**config.mk**
```make
export PLATFORM = sky130hd
export DESIGN_NAME = cordic_top
export DESIGN_NICKNAME = d
export VERILOG_FILES = /design/src/design/cordic_pkg.sv /design/src/design/cordic_rotator.sv /design/src/design/cordic_regs.sv /design/src/design/cordic_top.sv
export SDC_FILE = /design/constraint.sdc
export NUM_CORES = 2
export LEC_CHECK = 0
export BUFFER_PORTS_ARGS = -buffer_cell sky130_fd_sc_hd__buf_2
export CORE_MARGIN = 2
export CORE_UTILIZATION = 45
export CTS_BUF_LIST = sky130_fd_sc_hd__clkbuf_4 sky130_fd_sc_hd__clkbuf_8
export DETAILED_ROUTE_END_ITERATION = 7
export PLACE_DENSITY_LB_ADDON = 0.1
export SLEW_MARGIN = 20
export SYNTH_ARGS = -nofsm -noshare
export SYNTH_HDL_FRONTEND = slang
export SYNTH_SLANG_ARGS = --single-unit
```
**constraint.sdc**
```tcl
create_clock -name clock -period 10.28 [get_ports clock]
set_clock_uncertainty 0.15 [all_clocks]
set_input_delay 2.57 -clock clock [delete_from_list [all_inputs] [get_ports clock]]
set_output_delay 2.57 -clock clock [all_outputs]
set_load 0.01 [all_outputs]
```
**src/design/cordic_pkg.sv**
```systemverilog
// shared widths, APB register map and arctangent table for the CORDIC engine
// imported by the RTL and by the testbench
`default_nettype none

package cordic_pkg;

  // datapath defaults, overridden from the top level
  localparam int data_width_default = 16;
  localparam int angle_width_default = 16;
  localparam int stages_default = 13;

  // depth of the arctangent table, upper bound for stages
  localparam int max_stages = 24;

  // APB address bus width
  localparam int apb_addr_width = 8;

  // register byte offsets
  localparam logic [apb_addr_width-1:0] ctrl_addr = 8'h00;
  localparam logic [apb_addr_width-1:0] x_start_addr = 8'h04;
  localparam logic [apb_addr_width-1:0] y_start_addr = 8'h08;
  localparam logic [apb_addr_width-1:0] angle_addr = 8'h0C;
  // read-only group
  localparam logic [apb_addr_width-1:0] status_addr = 8'h10;
  localparam logic [apb_addr_width-1:0] cosine_addr = 8'h14;
  localparam logic [apb_addr_width-1:0] sine_addr = 8'h18;
  localparam logic [apb_addr_width-1:0] count_addr = 8'h1C;

  // status bit positions
  localparam int status_busy_bit = 0;
  localparam int status_done_bit = 1;

  // atan(2^-i) as a fraction of a full turn, times 2^32, rounded
  // entry 0 is 45 degrees, i.e. one eighth of a turn
  // users take the top angle_width bits and round on the next one down
  localparam logic [31:0] atan_table [0:max_stages-1] = '{
    32'h2000_0000, 32'h12E4_051E, 32'h09FB_385B, 32'h0511_11D4,
    32'h028B_0D43, 32'h0145_D7E1, 32'h00A2_F61E, 32'h0051_7C55,
    32'h0028_BE53, 32'h0014_5F2F, 32'h000A_2F98, 32'h0005_17CC,
    32'h0002_8BE6, 32'h0001_45F3, 32'h0000_A2FA, 32'h0000_517D,
    32'h0000_28BE, 32'h0000_145F, 32'h0000_0A30, 32'h0000_0518,
    32'h0000_028C, 32'h0000_0146, 32'h0000_00A3, 32'h0000_0051
  };

endpackage

`default_nettype wire

```
**src/design/cordic_rotator.sv**
```systemverilog
// fully pipelined CORDIC rotator in rotation mode, one vector accepted per clock
// quadrant pre-rotation stage first, then one add/shift stage per iteration
`timescale 1ns/100ps
`default_nettype none

module cordic_rotator
  import cordic_pkg::*;
#(
  parameter int data_width = data_width_default,
  parameter int angle_width = angle_width_default,
  parameter int stages = stages_default
) (
  input  wire logic                          clock,
  input  wire logic                          rst_n,
  input  wire logic                          in_valid,
  input  wire logic signed [data_width-1:0]  x_in,
  input  wire logic signed [data_width-1:0]  y_in,
  input  wire logic signed [angle_width-1:0] angle_in,
  output logic                               out_valid,
  output logic signed [data_width-1:0]       cos_out,
  output logic signed [data_width-1:0]       sin_out
);

  // one guard bit on x and y for the CORDIC gain
  logic signed [data_width:0] x_q [0:stages];
  logic signed [data_width:0] y_q [0:stages];
  // residual angle per stage
  logic signed [angle_width-1:0] z_q [0:stages];
  // valid bit travelling with each stage
  logic [stages:0] valid_q;

  // top two angle bits select the quadrant
  logic [1:0] quadrant;
  logic signed [data_width:0] x_ext;
  logic signed [data_width:0] y_ext;

  // per-iteration angle step, top angle_width bits of the table entry
  // rounded on the first dropped bit
  function automatic logic signed [angle_width-1:0] atan_step(input int idx);
    logic [31:0] sum;
    sum = atan_table[idx] + (32'd1 << (31 - angle_width));
    return sum[31 -: angle_width];
  endfunction

  assign quadrant = angle_in[angle_width-1 -: 2];

  // sign extend so that negating the most negative input cannot overflow
  assign x_ext = {x_in[data_width-1], x_in};
  assign y_ext = {y_in[data_width-1], y_in};

  // datapath registers, loaded every clock
  always_ff @(posedge clock)
  begin
    case (quadrant)
      2'b01:
      begin
        // 90 to 180 degrees
        // turn the vector by +90 first, residual loses a quarter turn
        x_q[0] <= -y_ext;
        y_q[0] <= x_ext;
        z_q[0] <= {2'b00, angle_in[angle_width-3:0]};
      end
      2'b10:
      begin
        // -180 to -90 degrees
        // turn by -90 first, residual gains a quarter turn
        x_q[0] <= y_ext;
        y_q[0] <= -x_ext;
        z_q[0] <= {2'b11, angle_in[angle_width-3:0]};
      end
      default:
      begin
        // already within +-90 degrees
        x_q[0] <= x_ext;
        y_q[0] <= y_ext;
        z_q[0] <= angle_in;
      end
    endcase

    // micro-rotations, stage i shifts by i
    for (int i = 0; i < stages; i++)
    begin
      if (z_q[i][angle_width-1])
      begin
        // residual negative, rotate clockwise
        x_q[i+1] <= x_q[i] + (y_q[i] >>> i);
        y_q[i+1] <= y_q[i] - (x_q[i] >>> i);
        z_q[i+1] <= z_q[i] + atan_step(i);
      end
      else
      begin
        // residual zero or positive, rotate counter-clockwise
        x_q[i+1] <= x_q[i] - (y_q[i] >>> i);
        y_q[i+1] <= y_q[i] + (x_q[i] >>> i);
        z_q[i+1] <= z_q[i] - atan_step(i);
      end
    end
  end

  // valid chain, the only state that needs a reset
  always_ff @(posedge clock or negedge rst_n)
  begin
    if (!rst_n)
    begin
      valid_q <= '0;
    end
    else
    begin
      valid_q <= {valid_q[stages-1:0], in_valid};
    end
  end

  assign out_valid = valid_q[stages];

  // drop the guard bit
  // x ends up as the cosine term, y as the sine term
  assign cos_out = x_q[stages][data_width-1:0];
  assign sin_out = y_q[stages][data_width-1:0];

endmodule

`default_nettype wire

```
**src/design/cordic_regs.sv**
```systemverilog
// APB3 register block for the CORDIC engine, holds operands and results
// launches one rotation per start write and collects results from the rotator
`timescale 1ns/100ps
`default_nettype none

module cordic_regs
  import cordic_pkg::*;
#(
  parameter int data_width = data_width_default,
  parameter int angle_width = angle_width_default
) (
  input  wire logic                          clock,
  input  wire logic                          rst_n,
  // APB slave
  input  wire logic                          psel,
  input  wire logic                          penable,
  input  wire logic                          pwrite,
  input  wire logic [apb_addr_width-1:0]     paddr,
  input  wire logic [31:0]                   pwdata,
  output logic [31:0]                        prdata,
  output logic                               pready,
  output logic                               pslverr,
  // to the rotator
  output logic                               in_valid,
  output logic signed [data_width-1:0]       x_in,
  output logic signed [data_width-1:0]       y_in,
  output logic signed [angle_width-1:0]      angle_in,
  // from the rotator
  input  wire logic                          out_valid,
  input  wire logic signed [data_width-1:0]  cos_out,
  input  wire logic signed [data_width-1:0]  sin_out
);

  logic access;
  logic wr_en;
  logic rd_en;
  logic start;
  // address decode
  logic addr_hit;
  logic addr_ro;

  logic signed [data_width-1:0] x_start_q;
  logic signed [data_width-1:0] y_start_q;
  logic signed [angle_width-1:0] angle_q;
  logic signed [data_width-1:0] cos_q;
  logic signed [data_width-1:0] sin_q;
  logic [31:0] count_q;
  logic done_q;
  // rotations between launch and capture
  logic [7:0] inflight_q;
  logic busy;

  // access phase of an APB transfer, no wait states
  assign access = psel && penable;
  assign wr_en = access && pwrite;
  assign rd_en = access && !pwrite;
  assign start = wr_en && (paddr == ctrl_addr) && pwdata[0];

  always_comb
  begin
    addr_hit = 1'b1;
    addr_ro = 1'b0;
    case (paddr)
      ctrl_addr, x_start_addr, y_start_addr, angle_addr: ;
      status_addr, cosine_addr, sine_addr, count_addr: addr_ro = 1'b1;
      default: addr_hit = 1'b0;
    endcase
  end

  assign pready = 1'b1;
  // unmapped offset, or a write into the read-only group
  assign pslverr = access && (!addr_hit || (pwrite && addr_ro));

  // operand registers, low bits of the write data
  always_ff @(posedge clock or negedge rst_n)
  begin
    if (!rst_n)
    begin
      x_start_q <= '0;
      y_start_q <= '0;
      angle_q <= '0;
    end
    else if (wr_en)
    begin
      case (paddr)
        x_start_addr: x_start_q <= pwdata[data_width-1:0];
        y_start_addr: y_start_q <= pwdata[data_width-1:0];
        angle_addr: angle_q <= pwdata[angle_width-1:0];
        default: ;
      endcase
    end
  end

  // one-cycle launch pulse after the start write completes
  always_ff @(posedge clock or negedge rst_n)
  begin
    if (!rst_n)
    begin
      in_valid <= 1'b0;
    end
    else
    begin
      in_valid <= start;
    end
  end

  // operands go straight out, sampled by the rotator on the pulse
  assign x_in = x_start_q;
  assign y_in = y_start_q;
  assign angle_in = angle_q;

  // in-flight tracking, launch and capture on the same edge cancel
  always_ff @(posedge clock or negedge rst_n)
  begin
    if (!rst_n)
    begin
      inflight_q <= '0;
    end
    else
    begin
      case ({in_valid, out_valid})
        2'b10: inflight_q <= inflight_q + 8'd1;
        2'b01: inflight_q <= inflight_q - 8'd1;
        default: ;
      endcase
    end
  end

  assign busy = (inflight_q != 8'd0);

  // result capture, newest result wins
  always_ff @(posedge clock or negedge rst_n)
  begin
    if (!rst_n)
    begin
      cos_q <= '0;
      sin_q <= '0;
      count_q <= '0;
    end
    else if (out_valid)
    begin
      cos_q <= cos_out;
      sin_q <= sin_out;
      count_q <= count_q + 32'd1;
    end
  end

  // sticky done, a new start takes priority over a completing rotation
  always_ff @(posedge clock or negedge rst_n)
  begin
    if (!rst_n)
    begin
      done_q <= 1'b0;
    end
    else if (start)
    begin
      done_q <= 1'b0;
    end
    else if (out_valid)
    begin
      done_q <= 1'b1;
    end
  end

  // read mux, signed fields sign extended to the bus width
  always_comb
  begin
    prdata = '0;
    if (rd_en)
    begin
      case (paddr)
        x_start_addr: prdata = 32'(x_start_q);
        y_start_addr: prdata = 32'(y_start_q);
        angle_addr: prdata = 32'(angle_q);
        status_addr:
        begin
          prdata[status_busy_bit] = busy;
          prdata[status_done_bit] = done_q;
        end
        cosine_addr: prdata = 32'(cos_q);
        sine_addr: prdata = 32'(sin_q);
        count_addr: prdata = count_q;
        // ctrl reads as zero
        default: prdata = '0;
      endcase
    end
  end

endmodule

`default_nettype wire

```
**src/design/cordic_top.sv**
```systemverilog
// top level of the memory-mapped CORDIC sine/cosine engine
// APB3 register block driving the pipelined rotator
`timescale 1ns/100ps
`default_nettype none

module cordic_top
  import cordic_pkg::*;
#(
  parameter int data_width = data_width_default,
  parameter int angle_width = angle_width_default,
  parameter int stages = stages_default
) (
  input  wire logic                      clock,
  input  wire logic                      rst_n,
  input  wire logic                      psel,
  input  wire logic                      penable,
  input  wire logic                      pwrite,
  input  wire logic [apb_addr_width-1:0] paddr,
  input  wire logic [31:0]               pwdata,
  output logic [31:0]                    prdata,
  output logic                           pready,
  output logic                           pslverr
);

  // launch side
  logic in_valid;
  logic signed [data_width-1:0] x_in;
  logic signed [data_width-1:0] y_in;
  logic signed [angle_width-1:0] angle_in;
  // result side
  logic out_valid;
  logic signed [data_width-1:0] cos_out;
  logic signed [data_width-1:0] sin_out;

  cordic_regs #(
    .data_width  (data_width),
    .angle_width (angle_width)
  ) u_regs (
    .clock     (clock),
    .rst_n     (rst_n),
    .psel      (psel),
    .penable   (penable),
    .pwrite    (pwrite),
    .paddr     (paddr),
    .pwdata    (pwdata),
    .prdata    (prdata),
    .pready    (pready),
    .pslverr   (pslverr),
    .in_valid  (in_valid),
    .x_in      (x_in),
    .y_in      (y_in),
    .angle_in  (angle_in),
    .out_valid (out_valid),
    .cos_out   (cos_out),
    .sin_out   (sin_out)
  );

  // result lands stages+1 cycles after the launch pulse
  cordic_rotator #(
    .data_width  (data_width),
    .angle_width (angle_width),
    .stages      (stages)
  ) u_rotator (
    .clock     (clock),
    .rst_n     (rst_n),
    .in_valid  (in_valid),
    .x_in      (x_in),
    .y_in      (y_in),
    .angle_in  (angle_in),
    .out_valid (out_valid),
    .cos_out   (cos_out),
    .sin_out   (sin_out)
  );

endmodule

`default_nettype wire

```
==> results.yml <==
run_status:
  outcome: "complete, no violations"
synth:
  ys_top_cells_by_count: "dfxtp_1 (666), ha_1 (641), a21oi_1 (565)"
  synth_flop_cell: "dfxtp_1"
  muxShareOfSynthArea_pct: 3.10
  synthCells: 5836
  synthXorXnorAreaFrac_pct: 12.5
  async_reset_ff_share_pct: 17.0
  yosysMostFrequentCell: "dfxtp_1"
  synthTopCellsByArea: "dfxtp_1 (26%), ha_1 (15%), xnor2_1 (8.2%), dfrtp_1 (6.5%), a21oi_1 (5.4%)"
  synth_edf_count: 0
  syn-num-nets: 6561
  yosysUniqueCellTypes: 85
  yosysTopAreaCell: "dfxtp_1"
  ys_ff_latch: 802
  synthAdderAreaFrac_pct: 16.9
  ys_warn_count: 0
  synth_top_family_by_area: "compound AO/OA/AOI/OAI gates"
  synth_top_area_share_pct: 25.6
  avgSynthCellArea_um2: 8.94
  synth_area_mm2: 0.0522
  synth-seq-area-share_pct: 32.1
  synth_compound_area_share_pct: 19.4
  synthSimpleGateAreaFrac_pct: 12.9
routing:
  dr_total_vias: 41000
  drt_pass1_iterations: 6
  drt_iter0_markers: 2484
  remaining_drc_errors: 0
  wl_per_cell_um: 17.0
  routed_wl_um: 129000
  via_per_inst: 5.41
  ant_nets: 0
clock_network:
  cts_sinks: 802
  cts_tree: "built"
  root_buffer: "clkbuf_8"
  clk_pin_slew_worst_paths_ns: 0.06
  cts_hold_buf: 0
  cts_max_path_buffers: 3
  clk_latency_ns: 0.86
  cts_resized: 0
  post_cts_buffers: 0
  cts_buffers: 145
  h-tree-depth: 4
setup_path:
  critPathBufInv: 3
  crit_top_cell: "buf_2"
  arrival_ns: 5.39
  critical_path.slowest_cell: "nor3_1"
  critPathRequiredTime_ns: 7.56
  cp-end-kind: "primary output"
  cpLargestDelayFamily: "simple AND/OR/NAND/NOR gates"
  crit_path_max_fanout: 15
  crit_chain: "buf_2 > nor3_1 > and2_1 > nand3_1 > nor2_2 > a22oi_1 > buf_2 > a21oi_1 > buf_2"
  worstSetupStartpointType: "primary input"
  critPathKind: "in -> out"
  slowest_delay_ns: 0.61
placed_design:
  gp_congestion: 0.874
  dpl_cell_area_mm2: 0.0540
  port_buffers: 61
  dp_hpwl_um: 101000
die:
  num_rows: 124
  die_area_mm2: 0.119
  core_area_mm2: 0.115
  die_w_um: 344
  fp.dieH_um: 344
  io_pins: 79
  initial_utilization_pct: 45.5
sta:
  relSlewSlack_pct: 40.6
  rsz0062_at_grt: "no"
  finalMaxSlewViolations: 0
  hold_viol: 0
  worst_pin_slew_ns: 0.883
  fmax_mhz: 123
  finalCritPeriodShare_pct: 78.9
  hold_slack_ns: 0.177
  period_minus_slack_ns: 8.11
  setup_violations: 0
  fin_setup_tns_ns: 0
global_routing:
  grt_pass1_wl_um: 209000
  antenna_found_initial: 3
  grt_remaining_overflow: 0
  grt_pass1_vias: 39600
  grt_usage_pct: 21.7
  grt_max_degree: 70
final_layout:
  stdcell_area_mm2: 0.0574
  multi_input_area_mm2: 0.0338
  area_growth_pct: 10.1
  drive_gt1_share_pct: 8.48
  n_fill_cell: 10900
  layout.nets: 6672
  seq_area_mm2: 0.0167
run:
  cap_viol_max_count: 0
min_path:
  hp-class: "reg -> reg"
through the flow:
stage	cells	setup slack, ns	utilization, %
2_1_floorplan	5836	3.31	-
3_3_place_gp	7311	1.90	47.1
3_5_place_dp	7312	1.89	47.1
4_1_cts	7575	1.88	50.1
5_1_grt	7576	1.97	50.1
6_report	7576	2.17	50.1
kinds of logic (layout without fill, tap and decap cells):
group	Yosys count	in the layout
flops	802	802
fa+ha+maj	680	680
other cells	1	2
mux	148	148
simple gates	1434	1434
xor+xnor	744	744
compound gates	1608	1608
buf+inv	419	646
flip-flops by register name, summed over array words and instances, names as in the netlist, 32 cells and up:
| signal | flops |
|---|---|
| u_rotator.y_q | 236 |
| u_rotator.x_q | 237 |
| u_rotator.z_q | 193 |
| u_regs.count_q | 32 |
metal layers:
metal	track usage, %	wire [um]	share of wire [%]
met3	3.38	5090	3.9
met5	0	29	0.022
met1	28.8	60800	47
met2	36.4	60000	47
met4	6.59	3140	2.4
layout make-up:
type / count / area share (%)
Clock inverter: 54 / 1.22
Antenna cell: 1 / 0.00436
Timing Repair Buffer: 79 / 0.774
Sequential cell: 802 / 29.1
Clock buffer: 209 / 4.64
Multi-Input combinational cell: 4615 / 58.9
Tap cell: 1512 / 3.30
Inverter: 304 / 1.99
cell usage in the layout (no fill, tap or decap), types with 61 or more instances in the layout:
cell / n
nor2_1: 482
a211oi_1: 75
a21oi_1: 565
o21ai_0: 286
o21a_1: 80
dfxtp_1: 666
nand3_1: 88
nor2b_1: 79
buf_2: 61
a31oi_1: 71
nor3_1: 166
ha_1: 640
mux2_2: 109
nand2_1: 326
dfrtp_1: 136
xnor2_1: 491
xor2_1: 253
a21o_1: 188
inv_1: 302
clkbuf_8: 175
worst paths after layout:
kind / from / end / slack, ns / cells after the start
setup / recovery: paddr[5] / prdata[22] / 2.17 / 9
hold / removal: u_rotator.z_q[0][5]$_DFF_P_ / u_rotator.z_q[1][5]$_DFF_P_ / 0.18 / 0
setup reg to reg: u_rotator.z_q[9][15]$_DFF_P_ / u_rotator.z_q[10][13]$_DFF_P_ / 5.85 / 9
hold reg to reg: u_rotator.z_q[0][5]$_DFF_P_ / u_rotator.z_q[1][5]$_DFF_P_ / 0.18 / 0
max in group asynchronous: rst_n / u_regs.x_in[12]$_DFFE_PN0P_ / 7.15 / 2
min in group asynchronous: rst_n / u_rotator.valid_q[10]$_DFF_PN0_ / 1.55 / 1
Power is left out: the tool's default activity adds up to more than one toggle a clock period on the data nets, which glitch-free logic cannot reach.
